**src/source/tcp_pkg.sv**
```systemverilog
package tcp_pkg;

  ////////////////////
  // constants
  ////////////////////
  localparam logic [31:0] LOC_ISN            = 32'hfeadabba;
  localparam int          ACK_TIMEOUT_TICKS  = 64;
  localparam int          CONN_TIMEOUT_TICKS = 400;
  localparam int          ACK_TMR_W          = $clog2(ACK_TIMEOUT_TICKS + 1);
  localparam int          CONN_TMR_W         = $clog2(CONN_TIMEOUT_TICKS + 1);

  localparam int          IP_HDR_BYTES  = 20;
  localparam int          TCP_HDR_BYTES = 20;
  localparam int          SYN_HDR_BYTES = 28; // tcp header plus options space
  localparam logic [15:0] WIN_SIZE      = 16'd10;

  localparam logic [8:0] FLAGS_SYN_ACK = 9'h012;
  localparam logic [8:0] FLAGS_ACK     = 9'h010;
  localparam logic [8:0] FLAGS_PSH_ACK = 9'h018;
  localparam logic [8:0] FLAGS_FIN_ACK = 9'h011;

  ////////////////////
  // flags word
  ////////////////////
  typedef struct packed {
    logic ns;
    logic cwr;
    logic ece;
    logic urg;
    logic ack;
    logic psh;
    logic rst;
    logic syn;
    logic fin;
  } tcp_flag_bits_t;

  // raw view for whole-word codes, bits view for single flag tests
  typedef union packed {
    logic [8:0]     raw;
    tcp_flag_bits_t bits;
  } tcp_flags_u;

  ////////////////////
  // segment headers
  ////////////////////
  typedef struct packed {
    logic        hdr_v;
    logic [31:0] src_ip;
    logic [15:0] src_port;
    logic [15:0] dst_port;
    logic [31:0] seq;
    logic [31:0] ack;
    tcp_flags_u  flags;
    logic [15:0] payload_len;
  } rx_seg_t;

  typedef struct packed {
    logic        hdr_v;
    logic [31:0] dst_ip;
    logic [15:0] src_port;
    logic [15:0] dst_port;
    logic [31:0] seq;
    logic [31:0] ack;
    tcp_flags_u  flags;
    logic [15:0] win;
    logic [15:0] ip_len;
    logic [15:0] payload_len;
    logic [31:0] payload_cs;
  } tx_seg_t;

  typedef struct packed {
    logic        pend;
    logic [31:0] seq;
    logic [15:0] len;
    logic [31:0] cs;
  } queue_t;

  typedef struct packed {
    logic [31:0] rem_ip;
    logic [15:0] rem_port;
    logic [31:0] loc_seq;
    logic [31:0] loc_ack;
    logic [31:0] rem_seq;
    logic [31:0] rem_ack;
  } tcb_t;

  // seg.hdr_v doubles as the class valid pulse
  typedef struct packed {
    logic    syn_req;
    logic    hs_ack;
    logic    data_ok;
    logic    fin;
    logic    rst;
    logic    ack;
    rx_seg_t seg;
  } seg_class_t;

  typedef enum logic [2:0] {
    tx_none,
    tx_syn_ack,
    tx_data,
    tx_bare_ack,
    tx_fin_ack,
    tx_last_ack  // ack of the remote fin
  } tx_kind_e;

  typedef enum logic [2:0] {
    st_closed,
    st_listen,
    st_syn_received,
    st_established,
    st_close_ack,
    st_last_ack
  } conn_state_e;

endpackage

```
**src/source/tcp_rx_filter.sv**
```systemverilog
`timescale 1ns/1ps

module tcp_rx_filter import tcp_pkg::*; (
  input  logic        clk,
  input  logic        tcp_rst,
  input  logic [15:0] local_port,
  input  tcb_t        tcb,
  input  conn_state_e state,
  input  rx_seg_t     rx_seg,
  input  logic        rx_v,
  input  logic [7:0]  rx_d,
  output seg_class_t  seg_class,
  output logic        vout,
  output logic [7:0]  dout
);

  rx_seg_t    rx_q;
  logic       rx_v_q;
  logic [7:0] rx_d_q;
  logic       port_ok;
  logic       pair_ok;
  logic       gate;
  seg_class_t cls;

  // input stage
  always_ff @(posedge clk) begin
    if (tcp_rst) begin
      rx_q.hdr_v <= 1'b0;
      rx_v_q     <= 1'b0;
    end else begin
      rx_q   <= rx_seg;
      rx_v_q <= rx_v;
    end
    rx_d_q <= rx_d;
  end

  assign port_ok = (rx_q.dst_port == local_port);
  assign pair_ok = port_ok && (rx_q.src_port == tcb.rem_port);

  always_comb begin
    cls         = '0;
    cls.seg     = rx_q;
    cls.syn_req = rx_q.hdr_v && rx_q.flags.bits.syn && port_ok;
    cls.hs_ack  = rx_q.hdr_v && rx_q.flags.bits.ack && pair_ok &&
                  (rx_q.seq == tcb.rem_seq + 32'd1);
    cls.data_ok = rx_q.hdr_v && pair_ok && (rx_q.seq == tcb.loc_ack) &&
                  (state == st_established); // in-order only
    cls.fin     = rx_q.hdr_v && pair_ok && rx_q.flags.bits.fin;
    cls.rst     = rx_q.hdr_v && pair_ok && rx_q.flags.bits.rst;
    cls.ack     = rx_q.hdr_v && pair_ok && rx_q.flags.bits.ack;
  end

  ////////////////////
  // class and byte gate
  ////////////////////
  always_ff @(posedge clk) begin
    if (tcp_rst) begin
      seg_class <= '0;
      gate      <= 1'b0;
      vout      <= 1'b0;
    end else begin
      seg_class <= cls;
      if (cls.data_ok) begin
        gate <= 1'b1;
      end else if (rx_q.hdr_v || state != st_established || (vout && !rx_v_q)) begin
        gate <= 1'b0; // other header, lost state or end of payload
      end
      vout <= rx_v_q && gate;
    end
    dout <= rx_d_q;
  end

endmodule

```
**src/source/tcp_timers.sv**
```systemverilog
`timescale 1ns/1ps

module tcp_timers import tcp_pkg::*; (
  input  logic        clk,
  input  logic        tcp_rst,
  input  conn_state_e state,
  input  logic        data_ok,
  input  logic        data_nonzero,
  output logic        ack_due,
  output logic        conn_expired
);

  logic [ACK_TMR_W-1:0]  ack_tmr;
  logic [CONN_TMR_W-1:0] conn_tmr;
  logic                  hs_or_close;

  // delayed ack, parked at the top value until data arrives
  always_ff @(posedge clk) begin
    if (tcp_rst || state != st_established) begin
      ack_tmr <= ACK_TMR_W'(ACK_TIMEOUT_TICKS);
      ack_due <= 1'b0;
    end else if (data_ok && data_nonzero) begin
      ack_tmr <= '0;
      ack_due <= 1'b0;
    end else if (ack_tmr != ACK_TMR_W'(ACK_TIMEOUT_TICKS)) begin
      ack_tmr <= ack_tmr + 1'b1;
      ack_due <= (ack_tmr == ACK_TMR_W'(ACK_TIMEOUT_TICKS - 1)); // once per segment
    end else begin
      ack_due <= 1'b0;
    end
  end

  assign hs_or_close = !(state inside {st_closed, st_listen, st_established});

  // handshake and closing watchdog
  always_ff @(posedge clk) begin
    if (tcp_rst || !hs_or_close) begin
      conn_tmr     <= '0;
      conn_expired <= 1'b0;
    end else begin
      conn_tmr     <= conn_tmr + 1'b1;
      conn_expired <= (conn_tmr == CONN_TMR_W'(CONN_TIMEOUT_TICKS - 1));
    end
  end

endmodule

```
**src/source/tcp_conn_fsm.sv**
```systemverilog
`timescale 1ns/1ps

module tcp_conn_fsm import tcp_pkg::*; (
  input  logic        clk,
  input  logic        tcp_rst,
  input  logic        listen,
  input  seg_class_t  seg_class,
  input  queue_t      queue,
  input  logic        ack_due,
  input  logic        conn_expired,
  input  logic        busy_hold,
  output conn_state_e state,
  output tcb_t        tcb,
  output tx_kind_e    tx_req,
  output queue_t      tx_queue,
  output logic        connected
);

  rx_seg_t hdr;
  logic    req_ok;
  logic    ack_owed;   // forced ack waiting for a free slot
  logic    close_sent; // ack of remote fin already requested

  assign hdr    = seg_class.seg;
  assign req_ok = !busy_hold;

  always_ff @(posedge clk) begin
    if (tcp_rst) begin
      state      <= st_closed;
      tcb        <= '0;
      tx_req     <= tx_none;
      connected  <= 1'b0;
      ack_owed   <= 1'b0;
      close_sent <= 1'b0;
    end else begin
      tx_req <= tx_none;
      if (ack_due && state == st_established) ack_owed <= 1'b1;

      if (conn_expired) begin
        state     <= st_closed;
        tcb       <= '0;
        connected <= 1'b0;
        ack_owed  <= 1'b0;
      end else begin
        case (state)
          st_closed: begin
            if (listen) state <= st_listen;
          end

          st_listen: begin
            if (seg_class.syn_req && req_ok) begin // new tcb for the remote side
              state        <= st_syn_received;
              tcb.rem_ip   <= hdr.src_ip;
              tcb.rem_port <= hdr.src_port;
              tcb.loc_seq  <= LOC_ISN;
              tcb.loc_ack  <= hdr.seq + 32'd1;
              tcb.rem_seq  <= hdr.seq;
              tcb.rem_ack  <= hdr.ack;
              tx_req       <= tx_syn_ack;
            end
          end

          st_syn_received: begin
            if (seg_class.hs_ack) begin
              state       <= st_established;
              connected   <= 1'b1;
              tcb.loc_seq <= hdr.ack;
              tcb.rem_seq <= hdr.seq;
              tcb.rem_ack <= hdr.ack;
            end
          end

          ////////////////////
          // data phase
          ////////////////////
          st_established: begin
            if (seg_class.data_ok) begin
              tcb.loc_ack <= tcb.loc_ack + 32'(hdr.payload_len);
              tcb.rem_seq <= hdr.seq;
              tcb.rem_ack <= hdr.ack;
            end
            if (seg_class.rst) begin
              state     <= st_closed;
              tcb       <= '0; // overrides the update above
              connected <= 1'b0;
              ack_owed  <= 1'b0;
            end else if (seg_class.fin) begin
              state    <= st_close_ack;
              ack_owed <= 1'b0;
              if (req_ok) begin
                tx_req     <= tx_last_ack;
                close_sent <= 1'b1;
              end else begin
                close_sent <= 1'b0;
              end
            end else if (queue.pend && req_ok) begin
              tx_req      <= tx_data;
              tx_queue    <= queue;
              tcb.loc_seq <= queue.seq + 32'(queue.len);
              ack_owed    <= 1'b0; // data header carries the ack
            end else if (ack_owed && req_ok) begin
              tx_req   <= tx_bare_ack;
              ack_owed <= 1'b0;
            end
          end

          ////////////////////
          // passive close
          ////////////////////
          st_close_ack: begin
            if (req_ok) begin
              if (close_sent) begin
                tx_req <= tx_fin_ack;
                state  <= st_last_ack;
              end else begin
                tx_req     <= tx_last_ack;
                close_sent <= 1'b1;
              end
            end
          end

          st_last_ack: begin
            if (seg_class.ack) begin
              state     <= st_closed;
              tcb       <= '0;
              connected <= 1'b0;
            end
          end

          default: state <= st_closed;
        endcase
      end
    end
  end

endmodule

```
**src/source/tcp_tx_hdr.sv**
```systemverilog
`timescale 1ns/1ps

module tcp_tx_hdr import tcp_pkg::*; (
  input  logic        clk,
  input  logic        tcp_rst,
  input  logic [15:0] local_port,
  input  tx_kind_e    tx_req,
  input  tcb_t        tcb,
  input  queue_t      tx_queue,
  input  logic        tx_busy,
  output tx_seg_t     tx_seg,
  output logic        busy_hold
);

  tx_seg_t built;
  tx_seg_t hold_q;
  logic    pend_q;

  function automatic tx_seg_t build_hdr(tx_kind_e kind, tcb_t t, queue_t q,
                                        logic [15:0] port);
    tx_seg_t s;
    s             = '0;
    s.hdr_v       = 1'b1;
    s.dst_ip      = t.rem_ip;
    s.src_port    = port;
    s.dst_port    = t.rem_port;
    s.seq         = t.loc_seq;
    s.ack         = t.loc_ack;
    s.flags.raw   = FLAGS_ACK;
    s.win         = WIN_SIZE;
    s.ip_len      = 16'(IP_HDR_BYTES + TCP_HDR_BYTES);
    case (kind)
      tx_syn_ack: begin
        s.flags.raw = FLAGS_SYN_ACK;
        s.ip_len    = 16'(IP_HDR_BYTES + SYN_HDR_BYTES);
      end
      tx_data: begin
        s.flags.raw   = FLAGS_PSH_ACK;
        s.seq         = q.seq;
        s.ip_len      = 16'(IP_HDR_BYTES + TCP_HDR_BYTES) + q.len;
        s.payload_len = q.len;
        s.payload_cs  = q.cs;
      end
      tx_last_ack: s.ack = t.loc_ack + 32'd1; // fin takes one sequence number
      tx_fin_ack: begin
        s.flags.raw = FLAGS_FIN_ACK;
        s.ack       = t.loc_ack + 32'd1;
      end
      default: ; // bare ack keeps the defaults
    endcase
    return s;
  endfunction

  assign built = build_hdr(tx_req, tcb, tx_queue, local_port);

  // a request and a held header never meet, the fsm waits on busy_hold
  assign busy_hold = pend_q || (tx_req != tx_none);

  always_ff @(posedge clk) begin
    if (tcp_rst) begin
      tx_seg.hdr_v <= 1'b0;
      pend_q       <= 1'b0;
    end else if (tx_req != tx_none) begin
      if (tx_busy) begin
        hold_q       <= built;
        pend_q       <= 1'b1;
        tx_seg.hdr_v <= 1'b0;
      end else begin
        tx_seg <= built;
      end
    end else if (pend_q && !tx_busy) begin
      tx_seg <= hold_q; // release the held header
      pend_q <= 1'b0;
    end else begin
      tx_seg.hdr_v <= 1'b0;
    end
  end

endmodule

```
**src/source/tcp_conn_top.sv**
```systemverilog
`timescale 1ns/1ps

module tcp_conn_top import tcp_pkg::*; (
  input  logic        clk,
  input  logic        tcp_rst,
  input  logic        listen,
  input  logic [15:0] local_port,
  input  rx_seg_t     rx_seg,
  input  logic        rx_v,
  input  logic [7:0]  rx_d,
  input  queue_t      queue,
  input  logic        tx_busy,
  output tx_seg_t     tx_seg,
  output logic        vout,
  output logic [7:0]  dout,
  output logic        connected
);

  tcb_t        tcb;
  conn_state_e state;
  seg_class_t  seg_class;
  tx_kind_e    tx_req;
  queue_t      tx_queue;
  logic        ack_due;
  logic        conn_expired;
  logic        busy_hold;

  tcp_rx_filter rx_filter0 (
    .clk        (clk),
    .tcp_rst    (tcp_rst),
    .local_port (local_port),
    .tcb        (tcb),
    .state      (state),
    .rx_seg     (rx_seg),
    .rx_v       (rx_v),
    .rx_d       (rx_d),
    .seg_class  (seg_class),
    .vout       (vout),
    .dout       (dout)
  );

  tcp_timers timers0 (
    .clk          (clk),
    .tcp_rst      (tcp_rst),
    .state        (state),
    .data_ok      (seg_class.data_ok),
    .data_nonzero (seg_class.seg.payload_len != 16'd0),
    .ack_due      (ack_due),
    .conn_expired (conn_expired)
  );

  tcp_conn_fsm conn_fsm0 (
    .clk          (clk),
    .tcp_rst      (tcp_rst),
    .listen       (listen),
    .seg_class    (seg_class),
    .queue        (queue),
    .ack_due      (ack_due),
    .conn_expired (conn_expired),
    .busy_hold    (busy_hold),
    .state        (state),
    .tcb          (tcb),
    .tx_req       (tx_req),
    .tx_queue     (tx_queue),
    .connected    (connected)
  );

  tcp_tx_hdr tx_hdr0 (
    .clk        (clk),
    .tcp_rst    (tcp_rst),
    .local_port (local_port),
    .tx_req     (tx_req),
    .tcb        (tcb),
    .tx_queue   (tx_queue),
    .tx_busy    (tx_busy),
    .tx_seg     (tx_seg),
    .busy_hold  (busy_hold)
  );

endmodule

```
**config.mk**
```make
export PLATFORM = sky130hd
export DESIGN_NAME = tcp_conn_top
export DESIGN_NICKNAME = d
export VERILOG_FILES = /design/src/source/tcp_pkg.sv /design/src/source/tcp_rx_filter.sv /design/src/source/tcp_timers.sv /design/src/source/tcp_conn_fsm.sv /design/src/source/tcp_tx_hdr.sv /design/src/source/tcp_conn_top.sv
export SDC_FILE = /design/constraint.sdc
export NUM_CORES = 2
export LEC_CHECK = 0
export BUFFER_PORTS_ARGS = -buffer_cell sky130_fd_sc_hd__clkbuf_2
export CAP_MARGIN = 40
export CORE_MARGIN = 10
export CORE_UTILIZATION = 52
export CTS_CLUSTER_DIAMETER = 120
export DETAILED_ROUTE_END_ITERATION = 10
export PLACE_DENSITY_LB_ADDON = 0.3
export SYNTH_ARGS = -nofsm -noshare
export SYNTH_HDL_FRONTEND = slang
export SYNTH_SLANG_ARGS = --single-unit
export TNS_END_PERCENT = 100
```
**constraint.sdc**
```tcl
create_clock -name clk -period 16.9 [get_ports clk]
set_clock_uncertainty 0.1 [all_clocks]
set_input_delay 2.535 -clock clk [delete_from_list [all_inputs] [get_ports clk]]
set_output_delay 2.535 -clock clk [all_outputs]
set_load 0.005 [all_outputs]
```
; Word level (Yosys, flattened, before mapping)
; Index checks and enable logic that the tools add are counted.
[totals]
reg_bits = 974
out_inout_bits = 228
[classes]
n_addsub = 8
eq_ne = 32
mux = 64
n_bitwise = 5
reduce_logical = 54
[ops]
columns = cell, n
row1 = 2-to-1 mux 217 bit, 2
row2 = 2-to-1 mux 176 bit, 2
row3 = one-hot mux 64 bit (4 select lines), 1
row4 = 2-to-1 mux 218 bit, 1
row5 = 2-to-1 mux 32 bit, 6
row6 = 2-to-1 mux 96 bit, 2
row7 = one-hot mux 48 bit (3 select lines), 1
row8 = one-hot mux 32 bit (4 select lines), 1
row9 = "adder 32 x 1 -> 32 bit, second input constant", 3
row10 = 2-to-1 mux 48 bit, 2
row11 = one-hot mux 32 bit (3 select lines), 1
row12 = adder 32 x 16 -> 32 bit, 2
row13 = equality test 32 bit, 2
row14 = 2-to-1 mux 64 bit, 1
row15 = 2-to-1 mux 3 bit, 13
row16 = equality test 16 bit, 2
row17 = one-hot mux 16 bit (2 select lines), 1
row18 = 2-to-1 mux 1 bit, 22
row19 = logical AND 1 bit, 20
row20 = "inequality test 2 bit, second input constant", 9
row21 = one-hot mux 3 bit (6 select lines), 1
row22 = "adder 6 x 16 -> 16 bit, first input constant", 1
row23 = nonzero test 16 bit, 1
row24 = 2-to-1 mux 7 bit, 2
row25 = other kinds (31), 64

; Longest topological paths before layout
[depth]
depth_word = 9
ltp_mapped = 13
mapped_depth_nobuf = 12

; Modules after synthesis
; Synthesis repeated with hierarchy kept, for this count alone.
[hier_totals]
hier_cells = 3477
area_unflattened_um2 = 40736.6
[modules_own_cells]
columns = module, instances, cells_each, area_per_inst_um2
row1 = tcp_tx_hdr, 1, 1163, 15960.3
row2 = tcp_conn_fsm, 1, 1448, 12727.2
row3 = tcp_rx_filter, 1, 775, 11218.3
row4 = tcp_timers, 1, 86, 799.5
row5 = tcp_conn_top, 1, 5, 31.3

; Least setup slack after synthesis
; Ideal clock, no wire load.
[synth_timing]
kind = input to register
startpoint = in tcp_rst
endpoint = reg tx_hdr0.tx_seg[0] (netlist name)
setup_time_ns = 0.982
arrival_ns = 16.015
t_required_ns = 15.818
slack_ns = -0.197
cell_stages = 3
path_buffers = 2
path_cell_list = clkbuf_1 clkbuf_1 nor3_1
[synth_between]
elab_chain_len = 2
[synth_rtl]
columns = element, line
row1 = from (decl), tcp_conn_top.sv:5  ; input logic tcp_rst,
row2 = NOT 1 bit (no line), --
row3 = AND reduction 3 bit (no line), --
; Every way passes these cells.
; A chain may end at the register's enable or synchronous reset.

; Worst setup path in the final report
[layout_timing]
startpoint = in tcp_rst
endpoint = reg conn_fsm0.tcb[92] (netlist name)
[layout_between]
elab_chain_len = 1
[layout_rtl]
columns = element
row1 = OR reduction 2 bit (no line)
; Every way passes these cells.

==> qor.yml <==
status:
  outcome: "complete, no violations"
worst_setup_path:
  crit_required_ns: 17.33
  crit_path_frequent_cell: "buf_4"
  setup.worst_path.class: "in2reg"
  worst_path_largest_cell_delay_ns: 0.80
  r2r_setup_slack_ns: 12.97
  timing.critical_path.max_delay_family: "buffers and inverters"
  timing.rr.end: "conn_fsm0.tcb[91]$_SDFFE_PP0P_"
  worst-path-max-fanout: 69
  slowest_stage: "buf_4"
  ff2ff_path_depth: 10
  critical_path_arrival_ns: 6.09
  cp_num_buf_inv: 4
  path_cells: "buf_4 > buf_4 > buf_4 > or2_4 > buf_4 > nor2_1 > a32o_1"
  setup.worst_path.start_class: "input pin"
  critPathCaptureType: "flop"
  reg2reg_from: "conn_fsm0.state[0]$_SDFFE_PP0P_"
yosys:
  mappedNetlistArea_mm2: 0.0376
  sequential_element_share_of_the_synthesized_area_pct: 66.3
  fraction_of_synthesized_cell_area_taken_by_the_top_area_cell_type_pct: 48.9
  async_reset_ff_share_pct: 0
  number_of_storage_elements_in_the_synthesis_netlist: 939
  synth.largest_area_cell: "edfxtp_1"
  avgSynthCellArea_um2: 11.9
  synth_flop_cell: "edfxtp_1"
  yosys_warnings: 0
  synth-edff-count: 612
  post_synth_num_cell_types: 82
  top_cells_by_area_synth: "edfxtp_1 (49%), dfxtp_1 (17%), nand2_1 (4.8%), xnor2_1 (3.1%), nor2b_1 (2.3%)"
  synthesis.instances: 3170
finish:
  drive_above_1_share_pct: 19.4
  layout_commonest_cell: "edfxtp_1"
  synth_to_layout_area_growth_pct: 17.3
  design_area_mm2: 0.0441
  layout.filler_cells: 5764
  fin_nets: 3920
  most_frequent_cells_in_the_layout: "edfxtp_1 (612), nand2_1 (477), clkbuf_2 (463)"
detailed_routing:
  detailedRoute.firstIterationViolations: 2333
  detailedRoute.firstPassIterationCount: 5
  wl_per_cell_um: 21.7
  met1_length_um: 42100
  drt.antenna.violating_nets: 0
  routed.top_layer: "met5"
  remaining_drc_errors: 0
  wl_met2_um: 46900
  avgViaCountPerCell: 5.51
  vias: 25600
  detail_route.wirelength_um: 101000
  routed_met3_length_um: 7910
worst_hold_path:
  min-delay-start: "rx_filter0.rx_d_q[3]$_DFF_P_"
  number_of_stages_on_the_worst_hold_path: 0
  worstHoldEndpoint: "rx_filter0.dout[3]$_DFF_P_"
  min-delay-path-class: "reg2reg"
power:
  power.density_cell_area_mw_per_mm2: 119
  ir_drop_uv: 92.2
  cellLeakagePower_nw: 16.6
sta:
  period_needed_ns: 5.66
  maxClockFrequency_ghz: 0.177
  finalSetupViolations: 0
  grt_setup_unrepaired: "no"
  max_slew_margin_pct: 39.9
  min_period_over_period_pct: 33.5
  total_negative_setup_slack_ns: 0
  hold_ws_ns: 0.209
  maxSlewViolCount: 0
  timing_worst_slew_pin_value_ns: 0.901
  hold_viol: 0
  final.setup.worst_slack_ns: 11.24
cts:
  cts_hold_buffers: 0
  clock_tree_from_tritoncts: "yes"
  post_cts.repair.setup_buffers: 0
  total_clock_buffers_created_by_cts: 92
  clk-insertion-delay-late_ns: 0.65
  clkSinkCount: 939
  post_cts_resize_count: 0
  cts.path.max_buffers: 3
  htreeDepth: 3
  path_clk_slew_ns: 0.06
  clockRootBuffer: "clkbuf_16"
grt:
  grt_start_max_net_pins: 82
  grt_remaining_overflow: 0
  grt_first_pass_wirelength_um: 151000
  grt_pass1_vias: 24900
  gr-usage-all-layers_pct: 23.5
  antenna_found_initial: 14
floorplanning:
  fp.dieArea_mm2: 0.0834
  die_w_um: 289
  ioPinCount: 492
  floorplan.initialDensity_pct: 52.5
  die_h_um: 289
  placement_rows: 98
  core_area_mm2: 0.0716
placement:
  portBuffers: 464
  hpwl_um: 70900
  finalWeightedCongestion: 0.925
  post-place-ws_ns: 10.51
  place_area_mm2: 0.0410
job:
  maxCapViolations: 0
## cells in the mapped netlist (all sizes together), types with 18 or more instances
cell type / n
nand3: 150
a221oi: 18
nand2: 479
nand4: 35
nor3: 37
nor2: 200
ha: 39
and3: 85
mux2: 25
nor4: 22
clkbuf: 149
nor2b: 140
edfxtp: 612
dfxtp: 327
a21o: 72
inv: 34
xnor2: 135
xor2: 90
buf: 31
a21oi: 161
o21ai: 101
a31oi: 45
## cell type report
type	count	area, µm²	share of cell area, %
diodes	9	22.5	0.0511
clock buffers	126	2610	5.91
clock inverters	47	469	1.06
inverters	35	136	0.309
multi-input cells	2036	11900	27.0
flip-flops and latches	939	24900	56.5
well taps	950	1190	2.70
repair buffers	511	2820	6.39
## stage by stage
| stage | utilization (%) | instances | total power, W |
|---|---|---|---|
| 6_report | 61.6 | 4653 | 0.00524 |
| 3_3_place_gp | 56.9 | 4459 | 0.00321 |
| 4_1_cts | 61.5 | 4644 | 0.00528 |
| 2_1_floorplan | - | 3190 | 0.00303 |
| 5_1_grt | 61.6 | 4652 | 0.00544 |
| 3_5_place_dp | 57.2 | 4471 | 0.00323 |
## worst reg2reg max path: cells and delay by family, from the launching register on
family	cells	cell delay, ns
and+or+nand+nor	4	1.19
buffers and inverters	3	1.34
AOI/OAI and AO/OA	3	0.57
DFF	1	0.65
## report_power, final
| group | leakage [nW] | internal (W) | switching [W] |
|---|---|---|---|
| clock | 1.49 | 0.00116 | 0.000894 |
| combinational | 6.88 | 0.000197 | 0.000337 |
| sequential | 8.19 | 0.00257 | 0.0000909 |
## registers in the layout (all words and copies together), names as in the netlist, 9 cells and up
| name | flops |
|---|---|
| timers0.conn_tmr | 9 |
| conn_fsm0.tcb | 144 |
| tx_hdr0.hold_q | 192 |
| rx_filter0.seg_class | 134 |
| rx_filter0.cls | 149 |
| conn_fsm0.tx_queue | 80 |
| tx_hdr0.tx_seg | 193 |
## cells by family (layout without fill, tap and decap cells)
group	after synthesis	in the layout	synth area share, %
and+or+nand+nor	1221	1221	15.5
DFF	939	939	66.3
AOI/OAI and AO/OA	500	500	8.31
xor gates and xnor gates	225	225	5.24
buffers and inverters	215	719	2.41
adders and majority gates	41	41	1.40
muxes	27	27	0.802
other	2	31	0.0200
## worst max-delay path by stage
stage	startpoint	to	slack (ns)	cells after the start
global placement	tcp_rst	conn_fsm0.tcb[94]$_SDFFE_PP0P_	10.54	7
detailed placement	tcp_rst	conn_fsm0.tcb[92]$_SDFFE_PP0P_	10.51	7
CTS	tcp_rst	conn_fsm0.tcb[92]$_SDFFE_PP0P_	11.21	7
global route	tcp_rst	conn_fsm0.tcb[92]$_SDFFE_PP0P_	10.98	7
finish	tcp_rst	conn_fsm0.tcb[92]$_SDFFE_PP0P_	11.24	7
floorplan	tcp_rst	conn_fsm0.tx_queue[0]$_DFFE_PP_	4.97	3
## routing by layer
layer  vias to the layer above  track usage [%]
met4                         4             9.92
met2                       991             37.2
met1                     12300             31.4
li1                      12200                -
met3                       179             4.66
met5                         -                0
No activity file was read; power rests on OpenSTA's default activity.
